File: src/verilog/is_cfg_pkg.sv
// sizing constants and vector types of the issue stage
// import into module bodies, use scoped names in port lists
`default_nettype none

package is_cfg_pkg;

   // queue, result bus and issue port counts
   localparam int ISQ_DEPTH = 8;
   localparam int NUM_BCAST = 4;
   localparam int NUM_PORT  = 4;
   localparam int PREG_W    = 6;

   // function unit port order
   localparam int PORT_MUL  = 0;
   localparam int PORT_ALU0 = 1;
   localparam int PORT_ALU1 = 2;
   localparam int PORT_ADR  = 3;

   typedef logic [PREG_W-1:0]    preg_t;
   typedef logic [ISQ_DEPTH-1:0] slot_vec_t;
   // valid in the top bit, tag below
   typedef logic [PREG_W:0]      bcast_t;

   // one-hot lowest set bit or zero if none
   function automatic slot_vec_t lowest_bit(input slot_vec_t v);
      return v & (~v + slot_vec_t'(1));
   endfunction

endpackage

`default_nettype wire

File: src/verilog/is_inst_pkg.sv
// instruction formats seen by the issue stage
// alloc_t comes from allocation, issue_t leaves on each function unit port
`default_nettype none

package is_inst_pkg;

   typedef enum logic [1:0] {
      FU_MUL = 2'd0,
      FU_ALU = 2'd1,
      FU_ADR = 2'd2
   } fu_class_e;

   // opcode is not decoded here
   typedef logic [3:0] op_t;

   typedef struct packed {
      fu_class_e         fu_class;
      op_t               op;
      is_cfg_pkg::preg_t pdest;
      is_cfg_pkg::preg_t psrc1;
      logic              psrc1_rdy;
      is_cfg_pkg::preg_t psrc2;
      logic              psrc2_rdy;
   } alloc_t;

   typedef struct packed {
      op_t               op;
      is_cfg_pkg::preg_t pdest;
      is_cfg_pkg::preg_t psrc1;
      is_cfg_pkg::preg_t psrc2;
   } issue_t;

endpackage

`default_nettype wire

File: src/verilog/isq_if.sv
// per-entry state shared by queue storage, wakeup and select
// one modport per block, flush is not carried here
`default_nettype none

interface isq_if;
   import is_cfg_pkg::*;
   import is_inst_pkg::*;

   // slot written this cycle, one-hot or zero
   slot_vec_t line_en;
   slot_vec_t ent_vld;
   alloc_t    ent_data [ISQ_DEPTH];
   // both sources ready
   slot_vec_t src_rdy;
   // slots issued this cycle
   slot_vec_t clr;

   modport queue (
      output line_en,
      output ent_vld,
      output ent_data,
      input  clr
   );

   modport wakeup (
      input  line_en,
      input  ent_vld,
      input  ent_data,
      output src_rdy
   );

   modport select (
      input  ent_vld,
      input  ent_data,
      input  src_rdy,
      output clr
   );

endinterface

`default_nettype wire
File: src/verilog/is_queue.sv
// issue queue storage with one allocation per cycle
// writes the lowest free slot and flags full back to allocation
`default_nettype none

module is_queue (
   input  logic                clk_i,
   input  logic                rst_n_i,
   input  logic                flush_i,
   input  logic                alloc_vld_i,
   input  is_inst_pkg::alloc_t alloc_i,
   output logic                full_o,
   isq_if.queue                q
);
   import is_cfg_pkg::*;
   import is_inst_pkg::*;

   slot_vec_t vld_q;
   slot_vec_t vld_d;
   slot_vec_t wr_en;
   logic      alloc_acc;

   // entry payload written on allocation only
   alloc_t ent_q [ISQ_DEPTH];

   ////////////////////////////////////////
   // allocation
   ////////////////////////////////////////

   // full only when every slot holds an entry
   assign full_o = &vld_q;

   // flush drops the incoming instruction
   assign alloc_acc = alloc_vld_i & ~full_o & ~flush_i;

   // slots cleared this edge stay busy until the next one
   assign wr_en = alloc_acc ? lowest_bit(~vld_q) : '0;

   always_ff @(posedge clk_i)
   begin
      for (int i = 0; i < ISQ_DEPTH; i++)
      begin
         if (wr_en[i])
         begin
            ent_q[i] <= alloc_i;
         end
      end
   end

   ////////////////////////////////////////
   // valid bits
   ////////////////////////////////////////

   // issued slots drop out and the new one comes in
   assign vld_d = (vld_q & ~q.clr) | wr_en;

   always_ff @(posedge clk_i)
   begin
      if (!rst_n_i || flush_i)
      begin
         vld_q <= '0;
      end
      else
      begin
         vld_q <= vld_d;
      end
   end

   // state seen by wakeup and select
   assign q.line_en  = wr_en;
   assign q.ent_vld  = vld_q;
   assign q.ent_data = ent_q;

endmodule

`default_nettype wire

File: src/verilog/is_select.sv
// per-port selection of ready entries, lowest slot first
// issue words and valids are registered, chosen slots are cleared
`default_nettype none

module is_select (
   input  logic                            clk_i,
   input  logic                            rst_n_i,
   input  logic                            flush_i,
   input  logic [is_cfg_pkg::NUM_PORT-1:0] fu_rdy_i,
   output logic [is_cfg_pkg::NUM_PORT-1:0] iss_vld_o,
   output is_inst_pkg::issue_t             iss_o [is_cfg_pkg::NUM_PORT],
   isq_if.select                           s
);
   import is_cfg_pkg::*;
   import is_inst_pkg::*;

   slot_vec_t base;
   slot_vec_t cand_mul;
   slot_vec_t cand_alu;
   slot_vec_t cand_adr;
   slot_vec_t alu_first;
   slot_vec_t clr;
   slot_vec_t pick [NUM_PORT];
   issue_t    word [NUM_PORT];

   // drop class and ready flags for the register file
   function automatic issue_t to_issue(input alloc_t a);
      issue_t iw;
      iw.op    = a.op;
      iw.pdest = a.pdest;
      iw.psrc1 = a.psrc1;
      iw.psrc2 = a.psrc2;
      return iw;
   endfunction

   ////////////////////////////////////////
   // candidates and picks
   ////////////////////////////////////////

   assign base = s.ent_vld & s.src_rdy;

   always_comb
   begin
      for (int i = 0; i < ISQ_DEPTH; i++)
      begin
         cand_mul[i] = base[i] && (s.ent_data[i].fu_class == FU_MUL);
         cand_alu[i] = base[i] && (s.ent_data[i].fu_class == FU_ALU);
         cand_adr[i] = base[i] && (s.ent_data[i].fu_class == FU_ADR);
      end
   end

   assign alu_first = lowest_bit(cand_alu);

   always_comb
   begin
      pick[PORT_MUL]  = lowest_bit(cand_mul);
      pick[PORT_ALU0] = alu_first;
      // second alu entry goes to alu 1
      pick[PORT_ALU1] = lowest_bit(cand_alu & ~alu_first);
      pick[PORT_ADR]  = lowest_bit(cand_adr);
      clr = '0;
      for (int p = 0; p < NUM_PORT; p++)
      begin
         // busy unit or flush, entry stays put
         if (!fu_rdy_i[p] || flush_i)
         begin
            pick[p] = '0;
         end
         clr |= pick[p];
         word[p] = '0;
         for (int i = 0; i < ISQ_DEPTH; i++)
         begin
            if (pick[p][i])
            begin
               word[p] = to_issue(s.ent_data[i]);
            end
         end
      end
   end

   assign s.clr = clr;

   ////////////////////////////////////////
   // issue registers
   ////////////////////////////////////////

   always_ff @(posedge clk_i)
   begin
      for (int p = 0; p < NUM_PORT; p++)
      begin
         if (!rst_n_i)
         begin
            iss_vld_o[p] <= 1'b0;
         end
         else
         begin
            iss_vld_o[p] <= |pick[p];
         end
         if (|pick[p])
         begin
            iss_o[p] <= word[p];
         end
      end
   end

endmodule

`default_nettype wire

File: src/verilog/is_top.sv
// issue stage top, queue, wakeup and select joined by isq_if
// one allocation in, up to four issues out per cycle
`default_nettype none

module is_top (
   input  logic                            clk_i,
   input  logic                            rst_n_i,
   input  logic                            alloc_vld_i,
   input  is_inst_pkg::alloc_t             alloc_i,
   output logic                            full_o,
   input  logic                            flush_i,
   input  is_cfg_pkg::bcast_t              bcast_i [is_cfg_pkg::NUM_BCAST],
   input  logic [is_cfg_pkg::NUM_PORT-1:0] fu_rdy_i,
   output logic                            mul_vld_o,
   output is_inst_pkg::issue_t             mul_iss_o,
   output logic                            alu0_vld_o,
   output is_inst_pkg::issue_t             alu0_iss_o,
   output logic                            alu1_vld_o,
   output is_inst_pkg::issue_t             alu1_iss_o,
   output logic                            adr_vld_o,
   output is_inst_pkg::issue_t             adr_iss_o
);
   import is_cfg_pkg::*;
   import is_inst_pkg::*;

   logic [NUM_PORT-1:0] iss_vld;
   issue_t              iss [NUM_PORT];

   isq_if q_if ();

   is_queue u_queue (
      .clk_i       (clk_i),
      .rst_n_i     (rst_n_i),
      .flush_i     (flush_i),
      .alloc_vld_i (alloc_vld_i),
      .alloc_i     (alloc_i),
      .full_o      (full_o),
      .q           (q_if)
   );

   is_wakeup u_wakeup (
      .clk_i   (clk_i),
      .rst_n_i (rst_n_i),
      .flush_i (flush_i),
      .alloc_i (alloc_i),
      .bcast_i (bcast_i),
      .w       (q_if)
   );

   is_select u_select (
      .clk_i     (clk_i),
      .rst_n_i   (rst_n_i),
      .flush_i   (flush_i),
      .fu_rdy_i  (fu_rdy_i),
      .iss_vld_o (iss_vld),
      .iss_o     (iss),
      .s         (q_if)
   );

   // port vector split into named unit outputs
   assign mul_vld_o  = iss_vld[PORT_MUL];
   assign mul_iss_o  = iss[PORT_MUL];
   assign alu0_vld_o = iss_vld[PORT_ALU0];
   assign alu0_iss_o = iss[PORT_ALU0];
   assign alu1_vld_o = iss_vld[PORT_ALU1];
   assign alu1_iss_o = iss[PORT_ALU1];
   assign adr_vld_o  = iss_vld[PORT_ADR];
   assign adr_iss_o  = iss[PORT_ADR];

endmodule

`default_nettype wire

File: src/verilog/is_wakeup.sv
// source operand ready tracking for each queue slot
// loads on allocation, then sets bits from result tag broadcasts
`default_nettype none

module is_wakeup (
   input  logic                clk_i,
   input  logic                rst_n_i,
   input  logic                flush_i,
   input  is_inst_pkg::alloc_t alloc_i,
   input  is_cfg_pkg::bcast_t  bcast_i [is_cfg_pkg::NUM_BCAST],
   isq_if.wakeup               w
);
   import is_cfg_pkg::*;

   slot_vec_t rdy1_q;
   slot_vec_t rdy2_q;
   slot_vec_t hit1;
   slot_vec_t hit2;
   logic      alloc_hit1;
   logic      alloc_hit2;

   // tag matches a valid broadcast on any bus
   function automatic logic tag_hit(input preg_t tag, input bcast_t bc [NUM_BCAST]);
      logic hit;
      hit = 1'b0;
      for (int b = 0; b < NUM_BCAST; b++)
      begin
         hit |= bc[b][PREG_W] & (bc[b][PREG_W-1:0] == tag);
      end
      return hit;
   endfunction

   ////////////////////////////////////////
   // broadcast compare
   ////////////////////////////////////////

   always_comb
   begin
      // incoming instruction, not yet in storage
      alloc_hit1 = tag_hit(alloc_i.psrc1, bcast_i);
      alloc_hit2 = tag_hit(alloc_i.psrc2, bcast_i);
      for (int i = 0; i < ISQ_DEPTH; i++)
      begin
         hit1[i] = tag_hit(w.ent_data[i].psrc1, bcast_i);
         hit2[i] = tag_hit(w.ent_data[i].psrc2, bcast_i);
      end
   end

   always_ff @(posedge clk_i)
   begin
      if (!rst_n_i || flush_i)
      begin
         rdy1_q <= '0;
         rdy2_q <= '0;
      end
      else
      begin
         for (int i = 0; i < ISQ_DEPTH; i++)
         begin
            if (w.line_en[i])
            begin
               rdy1_q[i] <= alloc_i.psrc1_rdy | alloc_hit1;
               rdy2_q[i] <= alloc_i.psrc2_rdy | alloc_hit2;
            end
            else if (w.ent_vld[i])
            begin
               // sticky until the slot is reloaded
               rdy1_q[i] <= rdy1_q[i] | hit1[i];
               rdy2_q[i] <= rdy2_q[i] | hit2[i];
            end
         end
      end
   end

   assign w.src_rdy = rdy1_q & rdy2_q;

endmodule

`default_nettype wire

File: config.mk
export PLATFORM = sky130hd
export DESIGN_NAME = is_top
export DESIGN_NICKNAME = d
export VERILOG_FILES = /design/src/verilog/is_cfg_pkg.sv /design/src/verilog/is_inst_pkg.sv /design/src/verilog/isq_if.sv /design/src/verilog/is_queue.sv /design/src/verilog/is_select.sv /design/src/verilog/is_top.sv /design/src/verilog/is_wakeup.sv
export SDC_FILE = /design/constraint.sdc
export NUM_CORES = 1
export LEC_CHECK = 0
export BUFFER_PORTS_ARGS = -buffer_cell sky130_fd_sc_hd__buf_2
export CAP_MARGIN = 10
export CORE_MARGIN = 2
export CORE_UTILIZATION = 40
export DETAILED_ROUTE_END_ITERATION = 10
export GPL_TIMING_DRIVEN = 0
export PLACE_DENSITY_LB_ADDON = 0.25
export SLEW_MARGIN = 20
export SYNTH_ARGS = -nofsm -noshare
export SYNTH_HDL_FRONTEND = slang
export SYNTH_SLANG_ARGS = --single-unit
File: constraint.sdc
create_clock -name clk_i -period 4.08 [get_ports clk_i]
set_clock_uncertainty 0.15 [all_clocks]
set_input_delay 0.612 -clock clk_i [delete_from_list [all_inputs] [get_ports clk_i]]
set_output_delay 0.612 -clock clk_i [all_outputs]
set_load 0.01 [all_outputs]
==> impl_metrics.csv <==
group,metric,value,unit
route,wl_met3,19500,um
clock_tree,numCtsBuffers,35,
sta,hold_viol,0,
route,dr_total_vias,22110,
route,wl_per_cell,39.38,um
clock_tree,clk_latency,0.56,ns
finish,final_cell_area,0.02520,mm^2
sta,period_share,107.7,%
floorplanning,core,0.05371,mm^2
yosys,synth.cell_area,0.02170,mm^2
placement,port-buffer-count,126,
yosys,mappedNetlistNets,2306,
floorplanning,dieArea,0.05614,mm^2
yosys,ys_ff_latch,308,
worst_hold_path,worstHoldPathCells,1,
sta,setup_viol,44,
placement,post_dp_cell_area,0.02369,mm^2
yosys,ys.flop_type,"edfxtp_1",
yosys,async_flop_share,0,%
placement,gp_congestion,1.107,
route,drtIter0Drc,4006,
finish,final_nets,2490,
power,p_per_area,298.4,mW/mm^2
floorplanning,start_util,40.41,%
clock_tree,cts_root_buffer,"clkbuf_16",
power,swShare,23.59,%
global_route,track_usage,43.41,%
finish,fillers,5081,
floorplanning,fp.dieH,236.9,um
route,wl_met1,49820,um
clock_tree,h-tree-depth,2,
global_route,globalRouteOverflowTotal,0,
critical_path,path_max_fanout,10,
route,postRouteAntennaNets,0,
route,dr_wl_met2,48610,um
critical_path,rr_worst_depth,8,
power,power_frac_clock,45.5,%
critical_path,required,4.11,ns
sta,timing.final.ws_setup,-0.3143,ns
sta,tns,-3.071,ns
sta,rsz0062_at_grt,"true",
power,p_int,5.744,mW
placement,place_hpwl,91420,um
floorplanning,io_pins,155,
yosys,synth_area_leaders,"edfxtp_1, xnor2_1, xor2_1",
clock_tree,max-clock-path-buffers,3,
finish,fin_util,46.92,%
status,outcome,"finished, violations left",
global_route,grt_first_pass_wirelength,169000,um
critical_path,cp-start-kind,"flop",
yosys,synth_cell_types,76,
yosys,yosysWarnings,0,
global_route,antenna_found_initial,4,
power,pwr-share-seq,45.9,%
yosys,synth_top_area_share,38.74,%
sta,max_slew.worst_pin.slew,1.379,ns
finish,multi_input_area,0.01186,mm^2
power,power.switching,1.774,mW
status,violations,"setup timing",
critical_path,worstSetupEndpointType,"flop",
yosys,syn_area_per_cell,9.672,um^2
sta,timing.slew.headroom,7.198,%
floorplanning,num_rows,85,
critical_path,arrival,4.42,ns
power,leakagePower,8.169,nW
finish,area_growth,16.09,%
job,cap_violations,0,
route,wl,124200,um
finish,drive_above_1_share,14.02,%
global_route,grt_pass1_vias,20720,
yosys,synth_common_cells,"edfxtp_1, xnor2_1, xor2_1, clkbuf_1, nor2_1",
floorplanning,die_width,236.9,um
yosys,synthCells,2244,
global_route,grt_max_degree,26,
route,top_layer,"met5",
sta,period_minus_slack,4.394,ns
power,peakVddDrop,251.5,uV
critical_path,crit_type,"flop to flop",
sta,fmax,227.6,MHz
route,via_per_inst,7.007,
yosys,synth-edff-count,280,
route,first_pass_iters,8,
yosys,yosysMostFrequentCell,"edfxtp_1",
yosys,synth_top_cell_by_area,"edfxtp_1",
finish,regArea,0.008970,mm^2
sta,maxSlewViolCount,0,
clock_tree,cts.sinks,308,
clock_tree,clkTransAtPathRegs,0.06,ns
worst_hold_path,min_path_type,"input pin to flop",
route,drc,0,
power,combPwrFrac,8.6,%
clock_tree,tritoncts,"done",
yosys,synth-seq-area-share,41.32,%
placement,pre_cts_ws,-1.160,ns
final timing paths:
kind                                           start                      to  slack (ns)
worst max register to register  u_queue.q.ent_vld[0]      u_select.iss_o[64]       -0.31
worst min register to register    u_wakeup.rdy2_q[0]      u_wakeup.rdy2_q[0]        0.34
worst min-delay path                     alloc_i[18]  u_queue.q.ent_data[96]        0.19
worst max-delay path            u_queue.q.ent_vld[0]      u_select.iss_o[64]       -0.31
power by group through the flow:
| stage | logic (mW) | registers, mW | clock network [mW] |
|---|---|---|---|
| floorplan | 0.382 | 3.51 | 0 |
| finish | 0.650 | 3.45 | 3.42 |
| CTS | 0.620 | 3.45 | 3.46 |
| global placement | 0.596 | 3.52 | 0 |
| detailed placement | 0.616 | 3.51 | 0 |
| global route | 0.673 | 3.45 | 3.55 |
sequential cells by signal (all words and copies together), names as in the netlist:
| name | count |
|---|---|
| u_queue.q.ent_data | 192 |
| u_select.iss_o | 88 |
| u_wakeup.rdy1_q | 8 |
| u_wakeup.rdy2_q | 8 |
| u_select.iss_vld_o | 4 |
| u_queue.q.ent_vld | 8 |
routing by layer:
layer	track usage, %	vias up
met5	0.6061	-
met4	17.72	2
met3	19.83	390
met2	59.72	1917
met1	58.50	10910
li1	-	8891
cell usage in the layout (no fill, tap or decap), drive strengths merged, types with 56 or more instances in the layout:
master	n
a21oi	102
a221oi	57
a22oi	88
buf	233
clkbuf	237
edfxtp	280
nand2	56
nand4	91
nor2	117
nor3	64
nor4	84
o21ai	99
xnor2	218
xor2	216
stage by stage:
stage / power [mW] / std cells / hold WS (ns)
after floorplan: 3.894 / 2244 / 0.2923
after global placement: 4.112 / 3066 / 0.3054
after detailed placement: 4.131 / 3086 / 0.3241
after CTS: 7.527 / 3151 / 0.1707
after global routing: 7.675 / 3151 / 0.2016
final: 7.518 / 3155 / 0.1863
layout make-up:
| class | count | area share, % |
|---|---|---|
| flip-flops and latches | 308 | 35.60 |
| inverters | 29 | 0.4320 |
| well taps | 696 | 3.456 |
| clock inverters | 20 | 1.092 |
| plain buffers | 277 | 4.638 |
| clock buffers | 43 | 3.804 |
| repair buffers | 151 | 3.863 |
| multi-input cells | 1626 | 47.07 |
| diodes | 5 | 0.04965 |
cell families (layout without fill, tap and decap cells):
| family | Yosys count | after routing | share of synthesized area [%] |
|---|---|---|---|
| AO/OA/AOI/OAI | 617 | 617 | 20.29 |
| multiplexers | 26 | 26 | 1.205 |
| adder cells (fa/ha/maj) | 1 | 1 | 0.05188 |
| flip-flops | 308 | 308 | 41.32 |
| AND/OR/NAND/NOR | 548 | 548 | 13.79 |
| buffers and inverters | 310 | 520 | 5.828 |
| other | 0 | 5 | 0 |
| XOR/XNOR | 434 | 434 | 17.51 |
worst max-delay path, stage by stage, from the launching register on:
cell and delay, ns:
dfxtp_1 0.66, nand3_1 0.40, nor2_1 0.60, or4_1 0.20, clkbuf_1 0.40, clkbuf_2 0.53
a21oi_1 0.07, a221oi_1 0.55, o21ai_0 0.46
timing repair:
action / CTS / global route
pin swaps: 2 / 1
gates resized for setup: 14 / 51
setup endpoints to repair: 104 / 71
buffers inserted: 4 / 1
hold buffers: 0 / 0
(Power assumes the default switching activity.)
